### src/logic/rs_pkg.sv
package rs_pkg;

    // physical register tags and program counter
    localparam int tag_width = 6;
    localparam int pc_width = 32;

    // bank geometry, identical for every function type
    localparam int bank_depth = 4;
    localparam int slot_width = 2;
    localparam int num_fu_types = 5;

    typedef logic [tag_width-1:0] tag_t;
    typedef logic [slot_width-1:0] slot_t;

    // also the bank index, so the order sets issue priority
    typedef enum logic [2:0] {
        fu_alu = 3'd0,
        fu_mult = 3'd1,
        fu_load = 3'd2,
        fu_store = 3'd3,
        fu_branch = 3'd4
    } fu_type_e;

    typedef struct packed {
        tag_t tag;
        logic ready;
    } src_operand_t;

    typedef struct packed {
        logic valid;
        fu_type_e fu_type;
        logic [pc_width-1:0] pc;
        tag_t dest;
        src_operand_t src1;
        src_operand_t src2;
    } rs_packet_t;

    // slot travels with the packet so the FU can free it later
    typedef struct packed {
        rs_packet_t packet;
        slot_t slot;
    } issue_packet_t;

    // one bit per bank, indexed by fu_type_e
    typedef logic [num_fu_types-1:0] bank_mask_t;
    typedef logic [bank_depth-1:0] slot_mask_t;

endpackage

### src/logic/reservation_station.sv
module reservation_station (
    input  logic clock,
    input  logic reset,
    input  logic allocate,
    input  rs_pkg::rs_packet_t alloc_packet,
    input  logic update,
    input  rs_pkg::tag_t ready_tag,
    input  logic issue_enable,
    input  rs_pkg::slot_mask_t free [rs_pkg::num_fu_types],
    output logic done,
    output rs_pkg::issue_packet_t issued,
    output rs_pkg::bank_mask_t bank_full
);

    import rs_pkg::*;

    bank_mask_t bank_write;
    bank_mask_t issue_ready;
    bank_mask_t issue_grant;
    rs_packet_t bank_packet [num_fu_types];
    slot_t bank_slot [num_fu_types];

    // allocation into the bank of the packet's function type
    rs_alloc_router u_router (
        .clock        (clock),
        .reset        (reset),
        .allocate     (allocate),
        .alloc_packet (alloc_packet),
        .bank_full    (bank_full),
        .bank_write   (bank_write),
        .done         (done)
    );

    // one bank per function type, index matches fu_type_e
    for (genvar b = 0; b < num_fu_types; b++) begin : g_bank
        rs_bank u_bank (
            .clock        (clock),
            .reset        (reset),
            .write        (bank_write[b]),
            .write_packet (alloc_packet),
            .update       (update),
            .ready_tag    (ready_tag),
            .issue_grant  (issue_grant[b]),
            .free         (free[b]),
            .full         (bank_full[b]),
            .issue_ready  (issue_ready[b]),
            .issue_packet (bank_packet[b]),
            .issue_slot   (bank_slot[b])
        );
    end

    rs_issue_select u_select (
        .clock        (clock),
        .reset        (reset),
        .issue_enable (issue_enable),
        .issue_ready  (issue_ready),
        .bank_packet  (bank_packet),
        .bank_slot    (bank_slot),
        .issue_grant  (issue_grant),
        .issued       (issued)
    );

endmodule

### src/logic/rs_alloc_router.sv
module rs_alloc_router (
    input  logic clock,
    input  logic reset,
    input  logic allocate,
    input  rs_pkg::rs_packet_t alloc_packet,
    input  rs_pkg::bank_mask_t bank_full,
    output rs_pkg::bank_mask_t bank_write,
    output logic done
);

    import rs_pkg::*;

    logic type_known;

    // only the five defined function types map to a bank
    always_comb begin
        case (alloc_packet.fu_type)
            fu_alu,
            fu_mult,
            fu_load,
            fu_store,
            fu_branch: type_known = 1'b1;
            default: type_known = 1'b0;
        endcase
    end

    // one-hot write strobe into the target bank
    always_comb begin
        bank_write = '0;
        if (allocate && type_known) begin
            // a full bank refuses, the caller has to retry
            if (!bank_full[alloc_packet.fu_type]) begin
                bank_write[alloc_packet.fu_type] = 1'b1;
            end
        end
    end

    // done follows the accepted write by one cycle
    always_ff @(posedge clock) begin
        if (reset) begin
            done <= 1'b0;
        end else begin
            done <= |bank_write;
        end
    end

endmodule

### src/logic/rs_bank.sv
module rs_bank (
    input  logic clock,
    input  logic reset,
    input  logic write,
    input  rs_pkg::rs_packet_t write_packet,
    input  logic update,
    input  rs_pkg::tag_t ready_tag,
    input  logic issue_grant,
    input  rs_pkg::slot_mask_t free,
    output logic full,
    output logic issue_ready,
    output rs_pkg::rs_packet_t issue_packet,
    output rs_pkg::slot_t issue_slot
);

    import rs_pkg::*;

    // per-entry state
    slot_mask_t busy;
    slot_mask_t issued;
    rs_packet_t entries [bank_depth];

    slot_t free_slot;
    slot_mask_t entry_ready;

    // result-bus hits on the incoming packet
    logic write_src1_hit;
    logic write_src2_hit;

    // lowest non-busy slot; scanning downward leaves the lowest one
    always_comb begin
        free_slot = '0;
        for (int i = bank_depth - 1; i >= 0; i--) begin
            if (!busy[i]) begin
                free_slot = slot_t'(i);
            end
        end
    end

    assign full = &busy;

    // waiting for issue with both operands available
    always_comb begin
        for (int i = 0; i < bank_depth; i++) begin
            entry_ready[i] = busy[i] && !issued[i]
                             && entries[i].src1.ready && entries[i].src2.ready;
        end
    end

    // highest ready slot is the candidate
    always_comb begin
        issue_slot = '0;
        for (int i = 0; i < bank_depth; i++) begin
            if (entry_ready[i]) begin
                issue_slot = slot_t'(i);
            end
        end
    end

    assign issue_ready = |entry_ready;
    assign issue_packet = entries[issue_slot];

    // a tag broadcast in the allocation cycle counts as ready
    assign write_src1_hit = update && (write_packet.src1.tag == ready_tag);
    assign write_src2_hit = update && (write_packet.src2.tag == ready_tag);

    // busy and issued flags
    always_ff @(posedge clock) begin
        if (reset) begin
            busy <= '0;
            issued <= '1;
        end else begin
            if (issue_grant) begin
                issued[issue_slot] <= 1'b1;
            end

            for (int i = 0; i < bank_depth; i++) begin
                if (free[i]) begin
                    busy[i] <= 1'b0;
                    issued[i] <= 1'b1;
                end
            end

            // the write slot is never busy, so nothing above touches it
            if (write) begin
                busy[free_slot] <= 1'b1;
                issued[free_slot] <= 1'b0;
            end
        end
    end

    // packet storage and operand wakeup
    always_ff @(posedge clock) begin
        if (update) begin
            for (int i = 0; i < bank_depth; i++) begin
                if (entries[i].src1.tag == ready_tag) begin
                    entries[i].src1.ready <= 1'b1;
                end
                if (entries[i].src2.tag == ready_tag) begin
                    entries[i].src2.ready <= 1'b1;
                end
            end
        end

        if (write) begin
            entries[free_slot] <= write_packet;
            entries[free_slot].src1.ready <= write_packet.src1.ready | write_src1_hit;
            entries[free_slot].src2.ready <= write_packet.src2.ready | write_src2_hit;
        end
    end

endmodule

### src/logic/rs_issue_select.sv
module rs_issue_select (
    input  logic clock,
    input  logic reset,
    input  logic issue_enable,
    input  rs_pkg::bank_mask_t issue_ready,
    input  rs_pkg::rs_packet_t bank_packet [rs_pkg::num_fu_types],
    input  rs_pkg::slot_t bank_slot [rs_pkg::num_fu_types],
    output rs_pkg::bank_mask_t issue_grant,
    output rs_pkg::issue_packet_t issued
);

    import rs_pkg::*;

    localparam int bank_idx_width = $clog2(num_fu_types);

    logic [bank_idx_width-1:0] winner;
    logic any_ready;

    assign any_ready = |issue_ready;

    // fixed priority, alu first and branch last
    always_comb begin
        winner = '0;
        for (int i = num_fu_types - 1; i >= 0; i--) begin
            if (issue_ready[i]) begin
                winner = bank_idx_width'(i);
            end
        end
    end

    // at most one grant, and none while issue is held off
    always_comb begin
        issue_grant = '0;
        if (issue_enable && any_ready) begin
            issue_grant[winner] = 1'b1;
        end
    end

    // registered issue output
    always_ff @(posedge clock) begin
        if (reset) begin
            issued <= '0;
        end else if (issue_enable && any_ready) begin
            issued.packet <= bank_packet[winner];
            issued.packet.valid <= 1'b1;
            issued.slot <= bank_slot[winner];
        end else begin
            // nothing ready or issue disabled
            issued.packet.valid <= 1'b0;
        end
    end

endmodule

### config.mk
export PLATFORM = sky130hd
export DESIGN_NAME = reservation_station
export DESIGN_NICKNAME = d
export VERILOG_FILES = /design/src/logic/rs_pkg.sv /design/src/logic/reservation_station.sv /design/src/logic/rs_alloc_router.sv /design/src/logic/rs_bank.sv /design/src/logic/rs_issue_select.sv
export SDC_FILE = /design/constraint.sdc
export NUM_CORES = 2
export LEC_CHECK = 0
export BUFFER_PORTS_ARGS = -buffer_cell sky130_fd_sc_hd__buf_2
export CAP_MARGIN = 20
export CORE_MARGIN = 4
export CORE_UTILIZATION = 36
export CTS_BUF_LIST = sky130_fd_sc_hd__clkbuf_2
export CTS_CLUSTER_DIAMETER = 100
export DETAILED_ROUTE_END_ITERATION = 6
export PLACE_DENSITY = 0.58
export SLEW_MARGIN = 10
export SYNTH_ARGS = -nofsm -noshare
export SYNTH_HDL_FRONTEND = slang
export SYNTH_HIERARCHICAL = 1
export SYNTH_SLANG_ARGS = --single-unit
export TNS_END_PERCENT = 20
### constraint.sdc
create_clock -name clock -period 5.32 [get_ports clock]
set_input_delay 0.798 -clock clock [delete_from_list [all_inputs] [get_ports clock]]
set_output_delay 0.798 -clock clock [all_outputs]
set_load 0.02 [all_outputs]
## Word-level counts from Yosys, hierarchy flattened

Memories as Yosys holds them, arrays and structs flattened.
Index checks and enable logic that the tools add are counted.

| storage, ports and cells | value |
|---|---|
| register bits after elaboration | 99 |
| RAM bits | 1,120 |
| input bits | 87 |
| output and inout bits | 64 |
| word-level logic and storage cells | 551 |
| memories | 5 |

| operators by class | value |
|---|---|
| magnitude comparators | 25 |
| eq/ne operators | 46 |
| multiplexer cells | 312 |
| bitwise logic cells | 33 |
| reduce and logical (&&, ||, !) cells | 110 |

Memory list:

| memory | depth | width | read ports | clocked after Yosys merged registers in | write ports | line | source |
|---|---|---|---|---|---|---|---|
| g_bank[0].u_bank.entries | 4 | 56 | 5 | 0 | 5 | rs_bank.sv:21 | `rs_packet_t entries [bank_depth];` |
| g_bank[1].u_bank.entries | 4 | 56 | 5 | 0 | 5 | rs_bank.sv:21 |  |
| g_bank[2].u_bank.entries | 4 | 56 | 5 | 0 | 5 | rs_bank.sv:21 |  |
| g_bank[3].u_bank.entries | 4 | 56 | 5 | 0 | 5 | rs_bank.sv:21 |  |
| g_bank[4].u_bank.entries | 4 | 56 | 5 | 0 | 5 | rs_bank.sv:21 |  |

Operator list:

| operator | count |
|---|---|
| $eq A6 B6 Y1 | 42 |
| $mux W1 | 240 |
| $bmux W56 S3 | 1 |
| $mux W55 | 2 |
| $logic_and A1 B1 Y1 | 76 |
| $mux W2 | 32 |
| $mux W4 | 15 |
| $or A4 B4 Y4 | 10 |
| $lt A2 B3 Y1 const B | 10 |
| $and A4 B4 Y4 | 5 |
| $demux W1 S2 | 10 |
| $ge A2 B1 Y1 const B | 10 |
| $logic_not A1 Y1 | 20 |
| $not A4 Y4 | 5 |
| $reduce_and A4 Y1 | 5 |
| $reduce_or A20 Y1 | 1 |
| $reduce_or A4 Y1 | 5 |
| $mux W3 | 5 |
| $mux W5 | 3 |
| $or A1 B1 Y1 | 12 |
| $reduce_or A5 Y1 | 2 |
| $lt A3 B4 Y1 const B | 2 |
| $bmux W2 S3 | 1 |
| $demux W1 S3 | 2 |
| 8 further kinds | 10 |

## Depth between registers and ports, before layout

| depth | value |
|---|---|
| word-level depth | 20 |
| mapped depth | 14 |
| gate-level depth less buffers | 8 |

## By module

The synthesis kept the hierarchy.

By module, submodules not included:

| module | times used | cells each | area an instance (sq um) |
|---|---|---|---|
| rs_bank at g_bank[3].u_bank ... | 2 | 571 | 9,541.7 |
| rs_bank at g_bank[0].u_bank | 1 | 571 | 9,405.3 |
| rs_bank at g_bank[2].u_bank | 1 | 570 | 9,389.0 |
| rs_bank at g_bank[1].u_bank | 1 | 571 | 9,168.8 |
| rs_issue_select | 1 | 549 | 4,355.4 |
| rs_alloc_router | 1 | 15 | 128.9 |

## Least setup slack after synthesis

Ideal clock, no wire load.

| path | value |
|---|---|
| kind | in2reg |
| from | in alloc_packet[54] (netlist bit) |
| to | mem g_bank[1].u_bank/entries[0][0] (netlist bit) |
| setup time | 276 ps |
| arrival time | 4,563 ps |
| setup slack | 481 ps |
| stages on the path | 4 |
| path buffers | 0 |
| path through | nand2b_1 -> nor4b_1 -> a21boi_1 -> a22oi_1 |

RTL lines:

| what | line | source |
|---|---|---|
| start: declaration | reservation_station.sv:5 | `input rs_pkg::rs_packet_t alloc_packet,` |
| end: declaration | rs_bank.sv:21 |  |

## Worst setup path after layout

| path | value |
|---|---|
| from | reg g_bank[2].u_bank.busy[3] |
| to | reg g_bank[2].u_bank.issued[0] |

| between the ends | value |
|---|---|
| cells in the longest elaborated chain, start to end | 17 |
| elaborated cells on any way between the ends | 42 |
| classes of those cells | order compare: 6; mux: 23; bitwise: 3; reduce/logical: 10 |

RTL lines:

| what | line | source |
|---|---|---|
| start: declaration | rs_bank.sv:19 | `slot_mask_t busy;` |
| start signal: assignment | rs_bank.sv:70 | `busy <= '0;` |
| start signal: indexed assignment | rs_bank.sv:79 | `busy[i] <= 1'b0;` |
| start signal: indexed assignment | rs_bank.sv:86 | `busy[free_slot] <= 1'b1;` |
| $logic_and A1 B1 Y1 * | rs_bank.sv:45 | `entry_ready[i] = busy[i] && !issued[i]` |
| $logic_and A1 B1 Y1 * (2 in series) | rs_bank.sv:46 | `&& entries[i].src1.ready && entries[i].src2.ready;` |
| $reduce_or A4 Y1 * | rs_bank.sv:60 | `assign issue_ready = \|entry_ready;` |
| net issue_ready[2] | reservation_station.sv:18 | `bank_mask_t issue_ready;` |
| $mux W3 * (3 in series) | rs_issue_select.sv:25 | `if (issue_ready[i]) begin` |
| $lt A3 B4 Y1 (not written as such) or $ge A3 B1 Y1 (tied branches) | rs_issue_select.sv:35 | `issue_grant[winner] = 1'b1;` |
| $logic_and A1 B1 Y1 (not written as such) | rs_issue_select.sv:35 |  |
| $mux W1 (not written as such) | rs_issue_select.sv:35 |  |
| $demux W1 S3 * | n/a |  |
| $mux W5 * | rs_issue_select.sv:34 | `if (issue_enable && any_ready) begin` |
| net issue_grant[2] | reservation_station.sv:19 | `bank_mask_t issue_grant;` |
| $mux W4 * | rs_bank.sv:73 | `if (issue_grant) begin` |
| $mux W1 * | rs_bank.sv:78 | `if (free[i]) begin` |
| $mux W1 * | rs_bank.sv:69 | `if (reset) begin` |
| $and A4 B4 Y4 (no line) | n/a |  |
| $mux W4 * | rs_bank.sv:85 | `if (write) begin` |
| end signal: assignment | rs_bank.sv:71 | `issued <= '1;` |
| end signal: indexed assignment | rs_bank.sv:80 | `issued[i] <= 1'b1;` |
| end signal: indexed assignment | rs_bank.sv:87 | `issued[free_slot] <= 1'b0;` |
| end: declaration | rs_bank.sv:20 | `slot_mask_t issued;` |

Mark *: on every way through the listed nets, which the timed path passes. The rest lies on a longest branch. The select of a mux whose other input is x is not followed.
A chain may end at the register's enable or synchronous reset.

==> flow_summary.json <==
{
  "grt_max_degree": 75,
  "track_usage": 0.204,
  "antenna_found_initial": 7,
  "cts_resized": 0,
  "tns_ps": 0,
  "final_area_um2": 57500,
  "drive_gt1_frac": 0.235,
  "gp_congestion": 0.819,
  "path_clk_slew_ps": 110,
  "fmax_mhz": 228,
  "min_period_ps": 4380,
  "cpMaxStageDelayCell": "and4b_4",
  "clk_path_buf_depth": 4,
  "fillerInstances": 13200,
  "cpPeakStageDelay_ps": 630,
  "max-cap-violations": 0,
  "num_rows": 137,
  "clkLatencyLatePin_ps": 1670,
  "start_util": 0.363,
  "min_path_type": "in -> reg",
  "cp_max_fo": 38,
  "grt_pass1_wl_mm": 222,
  "io_pins": 151,
  "vias": 33200,
  "ir_drop_mv": 0.144,
  "post-route-period-util": 0.824,
  "synth_fp_nets": 3470,
  "synth_warnings": 6,
  "synth_cells": 3383,
  "die_h_um": 384,
  "worstMarginPinSlew_ps": 1160,
  "ant_nets": 0,
  "status": "finished, final reports clean",
  "cp_common_cell": "dlygate4sd3_1",
  "wirelength_mm": 153,
  "crit_type": "reg -> reg",
  "coreArea_um2": 140000,
  "grt-ovfl-total": 0,
  "slew_headroom": 0.225,
  "drc": 0,
  "worstSetupStartpointType": "register",
  "die_w_um": 384,
  "final_nets": 3944,
  "port-buffer-count": 149,
  "drt_pre_antenna_iters": 5,
  "hpwl_mm": 87.7,
  "clock_sinks": 1199,
  "endpoint_kind": "register",
  "setup_viol": 0,
  "worstPathRequired_ps": 6920,
  "ff2ff_setup_slack_ps": 940,
  "synth.avg_cell_area_um2": 15.0,
  "arrival_ps": 5980,
  "skew_ps": 117,
  "cts_tree": "built",
  "hold_violations": 0,
  "areaGrowthSynthToFinish_pct": 13.2,
  "p_leak_nw": 19.4,
  "synthesis.area_um2": 50800,
  "place_area_um2": 53000,
  "htree_levels": 5,
  "drt-wirelength-per-cell_um": 25.6,
  "fin_hold_ws_ps": 200,
  "viasPerCell": 5.55,
  "slew_viol_final": 0,
  "grt_pass1_vias": 33500,
  "powerDensity_nw_per_um2": 302,
  "cp_cell_sequence": "and4b_4 > nor3_4 > nand2_4 > buf_4 > nor4bb_1 > a211oi_1 > dlygate4sd3_1 > o21bai_1 > dlygate4sd3_1",
  "rsz0062_at_grt": "no",
  "cts-root-buf": "clkbuf_2",
  "die_area_um2": 147000,
  "drt_iter0_drc": 2844,
  "cts_buffers": 322
}
where the power goes:
part           internal (mW)  leakage (nW)  switching (mW)  total [mW]
clock network           2.46          2.15            3.75        6.22
logic                  0.296          6.55           0.474       0.769
registers               10.3          10.7          0.0793        10.4
total                   13.1          19.4            4.31        17.4
cell type report:
| cell class | count | area [um2] | share of cell area |
|---|---|---|---|
| Antenna cell | 7 | 17.5 | 0.000304 |
| Clock buffer | 476 | 2380 | 0.0414 |
| Clock inverter | 79 | 360 | 0.00626 |
| Inverter | 85 | 319 | 0.00554 |
| Multi-Input combinational cell | 1838 | 14200 | 0.247 |
| Sequential cell | 1199 | 34600 | 0.601 |
| Tap cell | 1876 | 2350 | 0.0408 |
| Timing Repair Buffer | 411 | 3290 | 0.0572 |
registers in the layout (all words and copies together) (netlist names):
register and cells:
u_router/done 1, u_select/issued 58, g_bank.u_bank/issued 20, g_bank.u_bank/busy 20, g_bank.u_bank/entries 1100
placed cells by master (no fill, tap or decap), types with 7 or more instances in the layout:
cell / n
a211oi_1: 10
a21oi_1: 77
a221o_1: 56
a221oi_1: 57
a22oi_1: 403
a22oi_2: 167
a41oi_1: 10
and4b_4: 13
buf_12: 11
buf_2: 148
buf_4: 76
clkbuf_2: 476
clkinv_1: 67
dfxtp_1: 139
diode_2: 7
dlygate4sd3_1: 175
edfxtp_1: 1060
inv_1: 85
nand2_1: 21
nand2b_1: 11
nand3_1: 7
nand3b_1: 59
nand4_1: 40
nor2_1: 132
nor2_4: 8
nor3_4: 8
nor4_1: 7
o21ai_0: 9
o21ai_1: 250
o21ai_2: 7
o21bai_1: 20
o41ai_1: 57
or4_1: 41
xnor2_1: 150
xor2_1: 150
worst paths after layout:
| kind | start | endpoint | cells after the start |
|---|---|---|---|
| max | g_bank[2].u_bank/busy[3] | g_bank[2].u_bank/issued[0] | 9 |
| max reg2reg | g_bank[2].u_bank/busy[3] | g_bank[2].u_bank/issued[0] | 9 |
| min | alloc_packet[20] | g_bank[2].u_bank/entries[2][20] | 2 |
| min reg2reg | u_select/issued[19] | u_select/issued[19] | 2 |
routing by layer:
metal / part of all wire / wire length [um] / GRT usage
met1: 0.43 / 66000 / 0.277
met3: 0.085 / 13000 / 0.0563
met2: 0.46 / 70000 / 0.317
met5: 0.000072 / 11 / 0
met4: 0.024 / 3690 / 0.0674
critical path: cells and delay by family (launching register included):
kind | cells | cell delay [ps]
flops | 1 | 470
buf+inv | 3 | 1800
simple gates | 4 | 1740
compound gates | 2 | 280
timing repair:
| action | in CTS | in global routing |
|---|---|---|
| setup buffers | 0 | 0 |
| endpoints found under the hold margin | 1324 | 0 |
| hold buffers | 175 | 0 |
metrics by stage:
stage / std cells / total power [mW] / setup WS, ps / utilization
floorplan: 3383 / 10.9 / 533 / -
global placement: 5234 / 11.3 / 1330 / 0.379
detailed placement: 5234 / 11.3 / 1240 / 0.379
CTS: 5964 / 17.6 / 1060 / 0.411
global route: 5970 / 18.2 / 824 / 0.411
finish: 5971 / 17.4 / 938 / 0.411
Note: power is estimated with default switching activity, not from simulation.
